===== config.mk =====
export PLATFORM = sky130hd
export DESIGN_NAME = control_unit
export DESIGN_NICKNAME = d
export VERILOG_FILES = /design/src/common/ctrl_pkg.sv /design/src/common/riscv_isa_pkg.sv /design/src/common/decode_if.sv /design/src/control_unit.sv /design/src/sequencer/ctrl_signal_gen.sv /design/src/sequencer/control_fsm.sv /design/src/decode/instr_decoder.sv
export SDC_FILE = /design/constraint.sdc
export NUM_CORES = 1
export LEC_CHECK = 0
export ABC_AREA = 1
export BUFFER_PORTS_ARGS = -buffer_cell sky130_fd_sc_hd__buf_2
export CAP_MARGIN = 20
export CORE_AREA = 4 4 55 57
export DETAILED_ROUTE_END_ITERATION = 10
export DIE_AREA = 0 0 59 61
export GPL_TIMING_DRIVEN = 1
export MAX_ROUTING_LAYER = met4
export PLACE_DENSITY = 0.95
export SYNTH_ARGS = -nofsm -noshare
export SYNTH_HDL_FRONTEND = slang
export SYNTH_HIERARCHICAL = 1
export SYNTH_SLANG_ARGS = --single-unit

===== constraint.sdc =====
create_clock -name CLK -period 2.4 [get_ports CLK]
set_clock_uncertainty 0.05 [all_clocks]
set_input_delay 0.12 -clock CLK [delete_from_list [all_inputs] [get_ports CLK]]
set_output_delay 0.12 -clock CLK [all_outputs]
set_load 0.02 [all_outputs]

===== src/common/ctrl_pkg.sv =====
`default_nettype none

package ctrl_pkg;

    typedef enum logic [4:0] {
        st_reset,
        st_wait,
        st_fetch,
        st_decode,
        st_execute,
        st_alu_writeback,
        st_set_one,
        st_set_zero,
        st_load_wait,
        st_load_read,
        st_load_writeback,
        st_store_read,
        st_store_wait,
        st_store_write,
        st_jalr_writeback,
        st_lui_writeback
    } state_t;

    typedef enum logic [2:0] {
        cls_r,
        cls_i_alu,
        cls_load,
        cls_store,
        cls_branch,
        cls_jalr,
        cls_lui,
        cls_illegal
    } instr_class_t;

    typedef logic [2:0] alu_op_t;
    localparam alu_op_t ALU_NOP = 3'b000;
    localparam alu_op_t ALU_ADD = 3'b001;
    localparam alu_op_t ALU_SUB = 3'b010;
    localparam alu_op_t ALU_AND = 3'b011;
    localparam alu_op_t ALU_SLT = 3'b110;

    // Register file data source
    typedef logic [3:0] wb_sel_t;
    localparam wb_sel_t WB_ALU_OUT = 4'b0000;
    localparam wb_sel_t WB_ONE     = 4'b0010;
    localparam wb_sel_t WB_ZERO    = 4'b0011;
    localparam wb_sel_t WB_PC      = 4'b0100;
    localparam wb_sel_t WB_LD      = 4'b0101;
    localparam wb_sel_t WB_LB      = 4'b0110;
    localparam wb_sel_t WB_LH      = 4'b0111;
    localparam wb_sel_t WB_LW      = 4'b1000;
    localparam wb_sel_t WB_LBU     = 4'b1001;
    localparam wb_sel_t WB_LHU     = 4'b1010;
    localparam wb_sel_t WB_LWU     = 4'b1011;

    typedef logic [1:0] store_sel_t;
    localparam store_sel_t ST_D = 2'b00;
    localparam store_sel_t ST_W = 2'b01;
    localparam store_sel_t ST_H = 2'b10;
    localparam store_sel_t ST_B = 2'b11;

    typedef logic [1:0] mux_a_sel_t;
    localparam mux_a_sel_t A_PC   = 2'b00;
    localparam mux_a_sel_t A_REG  = 2'b01;
    localparam mux_a_sel_t A_ZERO = 2'b11;

    typedef logic [2:0] mux_b_sel_t;
    localparam mux_b_sel_t B_REG         = 3'b000;
    localparam mux_b_sel_t B_FOUR        = 3'b001;
    localparam mux_b_sel_t B_IMM         = 3'b010;
    localparam mux_b_sel_t B_SHIFTED_IMM = 3'b011; // Branch offset, already scaled

endpackage

`default_nettype wire


===== src/common/riscv_isa_pkg.sv =====
`default_nettype none

package riscv_isa_pkg;

    typedef logic [31:0] instr_t;
    typedef logic [6:0]  opcode_t;
    typedef logic [2:0]  funct3_t;
    typedef logic [6:0]  funct7_t;

    // Major opcodes
    localparam opcode_t OPC_OP     = 7'b0110011;
    localparam opcode_t OPC_OP_IMM = 7'b0010011;
    localparam opcode_t OPC_LOAD   = 7'b0000011;
    localparam opcode_t OPC_STORE  = 7'b0100011;
    localparam opcode_t OPC_BRANCH = 7'b1100011;
    localparam opcode_t OPC_JALR   = 7'b1100111;
    localparam opcode_t OPC_LUI    = 7'b0110111;

    // ALU functions, shared by OP and OP-IMM
    localparam funct3_t F3_ADD = 3'b000;
    localparam funct3_t F3_SLT = 3'b010;
    localparam funct3_t F3_AND = 3'b111;

    localparam funct3_t F3_LB  = 3'b000;
    localparam funct3_t F3_LH  = 3'b001;
    localparam funct3_t F3_LW  = 3'b010;
    localparam funct3_t F3_LD  = 3'b011;
    localparam funct3_t F3_LBU = 3'b100;
    localparam funct3_t F3_LHU = 3'b101;
    localparam funct3_t F3_LWU = 3'b110;

    localparam funct3_t F3_SB = 3'b000;
    localparam funct3_t F3_SH = 3'b001;
    localparam funct3_t F3_SW = 3'b010;
    localparam funct3_t F3_SD = 3'b011;

    localparam funct3_t F3_BEQ  = 3'b000;
    localparam funct3_t F3_BNE  = 3'b001;
    localparam funct3_t F3_JALR = 3'b000;

    localparam funct7_t FUNCT7_BASE = 7'b0000000;
    localparam funct7_t FUNCT7_SUB  = 7'b0100000; // Selects sub over add

endpackage

`default_nettype wire

===== src/common/decode_if.sv =====
`default_nettype none

interface decode_if;
    import ctrl_pkg::*;

    instr_class_t instr_class;
    alu_op_t      alu_op;
    logic         is_slt;         // slt or slti
    wb_sel_t      wb_load_sel;
    store_sel_t   store_sel;
    logic         branch_on_zero; // 1 for beq

    modport decoder (output instr_class, alu_op, is_slt, wb_load_sel, store_sel,
                     branch_on_zero);
    modport sequencer (input instr_class, is_slt);
    modport generator (input instr_class, alu_op, wb_load_sel, store_sel, branch_on_zero);

endinterface

`default_nettype wire


===== src/control_unit.sv =====
`default_nettype none

module control_unit (
    input  logic                 CLK,
    input  logic                 RST,
    input  riscv_isa_pkg::instr_t instr,
    input  logic                 alu_zero,
    input  logic                 alu_less,
    output logic                 pc_write,
    output logic                 pc_sel,
    output logic                 ir_load,
    output logic                 a_write,
    output logic                 b_write,
    output logic                 alu_out_write,
    output logic                 mdr_write,
    output logic                 mem_write,
    output logic                 reg_write,
    output logic                 datapath_reset,
    output ctrl_pkg::alu_op_t    alu_op,
    output ctrl_pkg::mux_a_sel_t alu_a_sel,
    output ctrl_pkg::mux_b_sel_t alu_b_sel,
    output ctrl_pkg::wb_sel_t    wb_sel,
    output ctrl_pkg::store_sel_t store_sel
);
    import ctrl_pkg::*;

    state_t state;

    decode_if dec_bus ();

    instr_decoder decoder_inst (
        .instr (instr),
        .dec   (dec_bus)
    );

    control_fsm fsm_inst (
        .CLK      (CLK),
        .RST      (RST),
        .alu_less (alu_less),
        .dec      (dec_bus),
        .state    (state)
    );

    ctrl_signal_gen signal_gen_inst (
        .state          (state),
        .alu_zero       (alu_zero),
        .dec            (dec_bus),
        .pc_write       (pc_write),
        .pc_sel         (pc_sel),
        .ir_load        (ir_load),
        .a_write        (a_write),
        .b_write        (b_write),
        .alu_out_write  (alu_out_write),
        .mdr_write      (mdr_write),
        .mem_write      (mem_write),
        .reg_write      (reg_write),
        .datapath_reset (datapath_reset),
        .alu_op         (alu_op),
        .alu_a_sel      (alu_a_sel),
        .alu_b_sel      (alu_b_sel),
        .wb_sel         (wb_sel),
        .store_sel      (store_sel)
    );

endmodule

`default_nettype wire


===== src/sequencer/ctrl_signal_gen.sv =====
`default_nettype none

module ctrl_signal_gen (
    input  ctrl_pkg::state_t     state,
    input  logic                 alu_zero,
    decode_if.generator          dec,
    output logic                 pc_write,
    output logic                 pc_sel,
    output logic                 ir_load,
    output logic                 a_write,
    output logic                 b_write,
    output logic                 alu_out_write,
    output logic                 mdr_write,
    output logic                 mem_write,
    output logic                 reg_write,
    output logic                 datapath_reset,
    output ctrl_pkg::alu_op_t    alu_op,
    output ctrl_pkg::mux_a_sel_t alu_a_sel,
    output ctrl_pkg::mux_b_sel_t alu_b_sel,
    output ctrl_pkg::wb_sel_t    wb_sel,
    output ctrl_pkg::store_sel_t store_sel
);
    import ctrl_pkg::*;

    localparam logic PC_SEL_INC     = 1'b1; // ALU result, PC + 4 in fetch
    localparam logic PC_SEL_ALU_OUT = 1'b0; // Registered target

    logic branch_taken;

    assign branch_taken = (alu_zero == dec.branch_on_zero);

    always_comb begin
        pc_write       = 1'b0;
        pc_sel         = PC_SEL_INC;
        ir_load        = 1'b0;
        a_write        = 1'b0;
        b_write        = 1'b0;
        alu_out_write  = 1'b0;
        mdr_write      = 1'b0;
        mem_write      = 1'b0;
        reg_write      = 1'b0;
        datapath_reset = 1'b0;
        alu_op         = ALU_NOP;
        alu_a_sel      = A_PC;
        alu_b_sel      = B_REG;
        wb_sel         = WB_ALU_OUT;
        store_sel      = ST_D;

        case (state)
            st_reset: datapath_reset = 1'b1;
            st_fetch: begin
                ir_load   = 1'b1;
                pc_write  = 1'b1;
                alu_op    = ALU_ADD;
                alu_b_sel = B_FOUR;
            end
            st_decode: begin
                a_write       = 1'b1;
                b_write       = 1'b1;
                alu_out_write = 1'b1; // Branch target ahead of execute
                alu_op        = ALU_ADD;
                alu_b_sel     = B_SHIFTED_IMM;
            end
            st_execute: begin
                alu_op = dec.alu_op;
                case (dec.instr_class)
                    cls_r: begin
                        alu_a_sel     = A_REG;
                        alu_out_write = 1'b1;
                    end
                    cls_i_alu, cls_load, cls_store, cls_jalr: begin
                        alu_a_sel     = A_REG;
                        alu_b_sel     = B_IMM;
                        alu_out_write = 1'b1;
                    end
                    cls_lui: begin
                        alu_a_sel     = A_ZERO;
                        alu_b_sel     = B_IMM;
                        alu_out_write = 1'b1;
                    end
                    cls_branch: begin
                        alu_a_sel = A_REG; // rs1 - rs2
                        if (branch_taken) begin
                            pc_write = 1'b1;
                            pc_sel   = PC_SEL_ALU_OUT;
                        end
                    end
                    default: ;
                endcase
            end
            st_alu_writeback, st_lui_writeback: reg_write = 1'b1;
            st_set_one: begin
                reg_write = 1'b1;
                wb_sel    = WB_ONE;
            end
            st_set_zero: begin
                reg_write = 1'b1;
                wb_sel    = WB_ZERO;
            end
            st_load_read, st_store_read: mdr_write = 1'b1;
            st_load_writeback: begin
                reg_write = 1'b1;
                wb_sel    = dec.wb_load_sel;
            end
            st_store_write: begin
                mem_write = 1'b1;
                store_sel = dec.store_sel;
            end
            st_jalr_writeback: begin
                reg_write = 1'b1;
                wb_sel    = WB_PC; // Link before PC moves
                pc_write  = 1'b1;
                pc_sel    = PC_SEL_ALU_OUT;
            end
            default: ;
        endcase
    end

endmodule

`default_nettype wire


===== src/sequencer/control_fsm.sv =====
`default_nettype none

module control_fsm (
    input  logic             CLK,
    input  logic             RST,
    input  logic             alu_less,
    decode_if.sequencer      dec,
    output ctrl_pkg::state_t state
);
    import ctrl_pkg::*;

    state_t next_state;

    always_ff @(posedge CLK, posedge RST) begin
        if (RST) begin
            state <= st_reset;
        end else begin
            state <= next_state;
        end
    end

    always_comb begin
        next_state = st_wait;
        case (state)
            st_reset:    next_state = st_wait;
            st_wait:     next_state = st_fetch;
            st_fetch:    next_state = st_decode;
            st_decode:   next_state = st_execute;
            st_execute: begin
                case (dec.instr_class)
                    cls_r, cls_i_alu: begin
                        if (dec.is_slt) begin
                            // ALU compares during execute
                            next_state = alu_less ? st_set_one : st_set_zero;
                        end else begin
                            next_state = st_alu_writeback;
                        end
                    end
                    cls_load:  next_state = st_load_wait;
                    cls_store: next_state = st_store_read;
                    cls_jalr:  next_state = st_jalr_writeback;
                    cls_lui:   next_state = st_lui_writeback;
                    default:   next_state = st_wait; // Branch done, illegal dropped
                endcase
            end
            st_load_wait:  next_state = st_load_read;
            st_load_read:  next_state = st_load_writeback;
            st_store_read: next_state = st_store_wait;
            st_store_wait: next_state = st_store_write;
            default:       next_state = st_wait; // All writebacks end here
        endcase
    end

endmodule

`default_nettype wire


===== src/decode/instr_decoder.sv =====
`default_nettype none

module instr_decoder (
    input  riscv_isa_pkg::instr_t instr,
    decode_if.decoder             dec
);
    import riscv_isa_pkg::*;
    import ctrl_pkg::*;

    opcode_t opcode;
    funct3_t funct3;
    funct7_t funct7;

    assign opcode = instr[6:0];
    assign funct3 = instr[14:12];
    assign funct7 = instr[31:25];

    always_comb begin
        dec.instr_class = cls_illegal;
        dec.alu_op      = ALU_NOP;
        dec.is_slt      = 1'b0;
        case (opcode)
            OPC_OP: begin
                if (funct7 == FUNCT7_BASE) begin
                    dec.instr_class = cls_r;
                    case (funct3)
                        F3_ADD:  dec.alu_op = ALU_ADD;
                        F3_AND:  dec.alu_op = ALU_AND;
                        F3_SLT: begin
                            dec.alu_op = ALU_SLT;
                            dec.is_slt = 1'b1;
                        end
                        default: dec.instr_class = cls_illegal;
                    endcase
                end else if (funct7 == FUNCT7_SUB && funct3 == F3_ADD) begin
                    dec.instr_class = cls_r;
                    dec.alu_op      = ALU_SUB;
                end
            end
            OPC_OP_IMM: begin
                if (funct3 == F3_ADD) begin
                    dec.instr_class = cls_i_alu;
                    dec.alu_op      = ALU_ADD;
                end else if (funct3 == F3_SLT) begin
                    dec.instr_class = cls_i_alu;
                    dec.alu_op      = ALU_SLT;
                    dec.is_slt      = 1'b1;
                end
            end
            OPC_LOAD: begin
                if (funct3 != 3'b111) begin // Only 111 is not a load width
                    dec.instr_class = cls_load;
                    dec.alu_op      = ALU_ADD; // Address rs1 + imm
                end
            end
            OPC_STORE: begin
                if (funct3 inside {F3_SD, F3_SW, F3_SH, F3_SB}) begin
                    dec.instr_class = cls_store;
                    dec.alu_op      = ALU_ADD;
                end
            end
            OPC_BRANCH: begin
                if (funct3 == F3_BEQ || funct3 == F3_BNE) begin
                    dec.instr_class = cls_branch;
                    dec.alu_op      = ALU_SUB; // Compare through zero flag
                end
            end
            OPC_JALR: begin
                if (funct3 == F3_JALR) begin
                    dec.instr_class = cls_jalr;
                    dec.alu_op      = ALU_ADD;
                end
            end
            OPC_LUI: begin
                dec.instr_class = cls_lui;
                dec.alu_op      = ALU_ADD; // Zero + upper immediate
            end
            default: ;
        endcase
    end

    always_comb begin
        case (funct3)
            F3_LB:   dec.wb_load_sel = WB_LB;
            F3_LH:   dec.wb_load_sel = WB_LH;
            F3_LW:   dec.wb_load_sel = WB_LW;
            F3_LBU:  dec.wb_load_sel = WB_LBU;
            F3_LHU:  dec.wb_load_sel = WB_LHU;
            F3_LWU:  dec.wb_load_sel = WB_LWU;
            default: dec.wb_load_sel = WB_LD;
        endcase
    end

    always_comb begin
        case (funct3)
            F3_SW:   dec.store_sel = ST_W;
            F3_SH:   dec.store_sel = ST_H;
            F3_SB:   dec.store_sel = ST_B;
            default: dec.store_sel = ST_D;
        endcase
    end

    assign dec.branch_on_zero = (funct3 == F3_BEQ);

endmodule

`default_nettype wire


Word level (Yosys, flattened, before mapping):

Cells that the tools add are included.

* flip-flop bits (word level): 5
* output and inout port bits: 24
* word-level logic and storage cells: 106

* reduce and logical (&&, ||, !) cells: 16
* mux-type cells: 51
* eq/ne operators: 38

Operators with widths (number)
* 3-bit one-hot mux with 7 select lines: 2
* 5-bit by 4-bit equality test with 1-bit output (second input constant): 8
* 5-bit one-hot mux with 8 select lines: 1
* 3-bit 2-to-1 mux: 10
* 7-bit by 6-bit equality test with 1-bit output (second input constant): 4
* 5-bit one-hot mux with 5 select lines: 1
* 4-bit one-hot mux with 6 select lines: 1
* 3-bit equality test (second input constant): 7
* 5-bit by 3-bit equality test with 1-bit output (second input constant): 4
* 1-bit 2-to-1 mux: 18
* 3-bit one-hot mux with 3 select lines: 2
* 6-bit OR reduction: 3
* 4-bit one-hot mux with 4 select lines: 1
* 7-bit equality test (second input constant): 2
* 2-bit 2-to-1 mux: 7
* 3-bit by 2-bit equality test with 1-bit output (second input constant): 4
* 5-bit by 2-bit equality test with 1-bit output (second input constant): 2
* 1-bit one-hot mux with 2 select lines: 4
* 2-bit OR reduction: 4
* 7-bit by 2-bit equality test with 1-bit output (second input constant): 1
* 7-bit by 5-bit equality test with 1-bit output (second input constant): 1
* 7-bit zero test: 1
* 3-bit by 1-bit equality test with 1-bit output (second input constant): 2
* 3-bit zero test: 2
* 13 further kinds: 13

Longest topological paths before layout:

* word-level depth: 9
* mapped depth: 15
* depth with buffers taken out: 15

Hierarchy:

Netlist, hierarchy kept.

By module, submodules not included
* instr_decoder: cells each 109, sequential area each 0.0 sq um, instances 1, area an instance 509.2 sq um
* ctrl_signal_gen: cells each 92, sequential area each 0.0 sq um, instances 1, area an instance 441.7 sq um
* control_fsm: cells each 52, sequential area each 100.1 sq um, instances 1, area an instance 310.3 sq um

Worst setup path before layout:

No wires, ideal clock.

* path kind: input port to output port
* start: in instr[1]
* end: out alu_b_sel[1]
* arrival: 1.497 ns
* slack: 0.733 ns
* stages: 12
* cell sequence: nand2_1 -> inv_1 -> nand2_1 -> nor2_4 -> nand3b_1 -> nand2_2 -> nor2_2 -> nand2_1 -> inv_1 -> nand2_1 -> nand2_1 -> o21ai_1

* longest elaborated chain between the ends: 6
* elaborated cells between the ends (all ways): 16
* those cells by class: eq/ne: 12; mux: 3; reduce/logical: 1

RTL lines
* start, declared: line control_unit.sv:6 `input riscv_isa_pkg::instr_t instr,`
* 7-bit by 6-bit equality test with 1-bit output (tied with other cells): line instr_decoder.sv:22 `case (opcode)`
* 3-bit one-hot mux with 7 select lines (*): line instr_decoder.sv:22
* net dec_bus.instr_class[1]: line decode_if.sv:6 `instr_class_t instr_class;`
* 3-bit by 1-bit equality test with 1-bit output (tied with other cells): line ctrl_signal_gen.sv:66 `case (dec.instr_class)`
* 5-bit OR reduction (no source line) (*)
* 2-bit 2-to-1 mux (*): line ctrl_signal_gen.sv:66
* 3-bit one-hot mux with 3 select lines (*): line ctrl_signal_gen.sv:49 `case (state)`
* end, declared: line control_unit.sv:21 `output ctrl_pkg::mux_b_sel_t alu_b_sel,`

The timed path passes the listed nets; every way through them passes the cells marked *.

Final worst setup path:

* start: in instr[5]
* end: out pc_write

* longest elaborated chain between the ends: 5
* elaborated cells between the ends (all ways): 11
* those cells by class: eq/ne: 8; mux: 3

RTL lines
* 7-bit by 6-bit equality test with 1-bit output (tied with other cells): line instr_decoder.sv:22
* 3-bit one-hot mux with 7 select lines (*): line instr_decoder.sv:22
* net dec_bus.instr_class[1]: line decode_if.sv:6
* 3-bit equality test (*): line ctrl_signal_gen.sv:66
* 1-bit 2-to-1 mux (*): line ctrl_signal_gen.sv:66
* 1-bit one-hot mux with 2 select lines (*): line ctrl_signal_gen.sv:49
* end, declared: line control_unit.sv:9 `output logic pc_write,`

Marks and branches as above.

==> results.ini <==
[timing]
rsz0062_at_grt=no
hold_slack_ns=0.260
fmax_ghz=0.488
min_period_over_period=0.855
finalMaxSlewViolations=0
fin_crit_ns=2.05
finalHoldViolations=0
finalSetupTns_ns=0
setup_viol=0

[clocking]
clockBufferDepth=2
cts_num_sinks=4
clock_latency_ns=0.23
postCtsHoldBufs=1
cts_root_buf=clkbuf_4
htreeDepth=1
cts_tree=built
cts_resized=0
numCtsBuffers=3
postCtsSetupBuffers=0
clkTransAtPathRegs_ns=0.04

[cells_and_area]
final_common_cell=nand2_1
areaGrowthSynthToFinish_pct=19.3
drive_gt1_frac=0.278
largest_reg_flops=4
post-route-util=0.608
fill_cells=262
mostFrequentLayoutCells=nand2_1, buf_2, inv_1
largest_register=fsm_inst/state
diodes=0
nets=333
top_regs=fsm_inst/state (4)

[logic_synthesis]
synth_edf_count=0
synth_top_family_by_area=simple AND/OR/NAND/NOR gates
synth.distinct_cells=27
synth_xor_area_frac=0
synthMuxAreaShare=0
synthAdderAreaFrac=0
synth_warnings=6
syn_area_per_cell_um2=4.99
syn-num-nets=289
synth-seq-cells=4
synthCells=253
synthArstFlopShare=1.00
ys.flop_type=dfrtp_1
synth-simple-area-share=0.659
syn_area_mm2=0.00126
synth_compound_area_frac=0.0675
ys_seq_area_frac=0.0794

[global_route]
grt_overflow_total=0
antenna_found_initial=0
grtUsageTotal=0.185
grt_pass1_wl_um=5220
grt_max_degree=13
grt_pass1_vias=1372

[power]
peakVddDrop_mv=0.461
power_leakage_nw=0.979
power_density_mw_per_mm2=528

[critical_path]
crit_arrival_ns=1.88
r2r_slack_ns=1.19
reg2reg_depth=6
r2r-start=fsm_inst/state[0]
critPathKind=in2out
crit_fanout=9
startpoint=instr[5]
crit_required_ns=2.23
r2r_end=fsm_inst/state[0]
cp-end-kind=primary output
endpoint=pc_write
start_kind=primary input

[flow_run]
drv_cap=0

[floorplanning]
die_area_mm2=0.00360
core_mm2=0.00248
rows=18
pin_count=60
initial_core_util=0.509
die_w_um=59
die_y_um=61

[route]
viasPerCell=4.89
drt-initial-drc-count=110
wl_met3_um=217
wl_met2_um=1590
num_vias=1589
final_antenna_net_count=0
highest_layer=met4
drc=0
wl_met1_um=1420
wirelength_um=3250
drtPass1Iterations=5
wl_per_cell_um=9.99

[outcome]
status=finished, final reports clean

[placed_design]
dp.final_hpwl_um=2660
gp_congestion=0.895
io_buffers=43

[min_path]
min_path_type=in2reg

-- cell usage after synthesis (all sizes together) (2+ instances only) --
cell   count  area (um^2)
nand2     81          329
inv       51          191
nor2      51          246
nand3     30          168
o21ai      8         40.0
a21oi      5         25.0
buf        5         41.3
nand4      5         31.3
nor3       5         30.0
dfrtp      4          100
conb       2         7.51
-- final cells by class --
class / count / area, um^2 / area share
Multi-Input combinational cell: 192 / 923 / 0.613
Timing Repair Buffer: 44 / 225 / 0.150
Inverter: 52 / 196 / 0.131
Sequential cell: 4 / 100 / 0.0665
Tap cell: 30 / 37.5 / 0.0249
Clock buffer: 3 / 22.5 / 0.0150
-- how the worst min path moves through the flow --
stage	startpoint	depth (start not counted)	end
final	alu_less	6	fsm_inst/state[0]
after global routing	alu_less	6	fsm_inst/state[0]
after CTS	RST	3	fsm_inst/state[1]
after detailed placement	RST	2	fsm_inst/state[1]
after global placement	RST	2	fsm_inst/state[1]
after floorplan	RST	1	fsm_inst/state[0]
-- where the power goes --
part	internal [W]	leakage (nW)	switching (W)
Combinational	0.000171	0.915	0.000359
Sequential	0.0000955	0.0502	0.0000844
Clock	0.0000560	0.0138	0.0000280
Total	0.000323	0.979	0.000472
-- cells by family after synthesis --
| logic type | after synthesis |
|---|---|
| flip-flops | 4 |
| AO/OA/AOI/OAI | 15 |
| other | 2 |
| buffers and inverters | 57 |
| AND/OR/NAND/NOR | 175 |
-- routing by layer --
layer | vias to the layer above | GRT usage
li1 | 861 | -
met1 | 669 | 0.233
met2 | 57 | 0.331
met3 | 2 | 0
met4 | 0 | 0.0453
met5 | - | -
-- worst max-delay path, cell delays in order --
cell and delay [ns]:
buf_2 0.12, nor3_1 0.36, nand2_1 0.13, nand3_1 0.11, nor2_2 0.05, nor2_2 0.09
nand2_1 0.20, inv_1 0.16, nand3_1 0.08, nor2_1 0.15, nand2_1 0.07, nand2_1 0.07
buf_2 0.16
-- stage by stage --
step | worst slack (ns) | cell area (um^2) | total power [W] | instances
final | 0.349 | 1510 | 0.000794 | 325
after global routing | 0.171 | 1510 | 0.000869 | 325
after floorplan | 0.733 | 1260 | 0.000592 | 253
after global placement | 0.427 | 1470 | 0.000690 | 321
after detailed placement | 0.384 | 1470 | 0.000701 | 321
after CTS | 0.380 | 1510 | 0.000790 | 325
No activity file was read; power rests on OpenSTA's default activity.
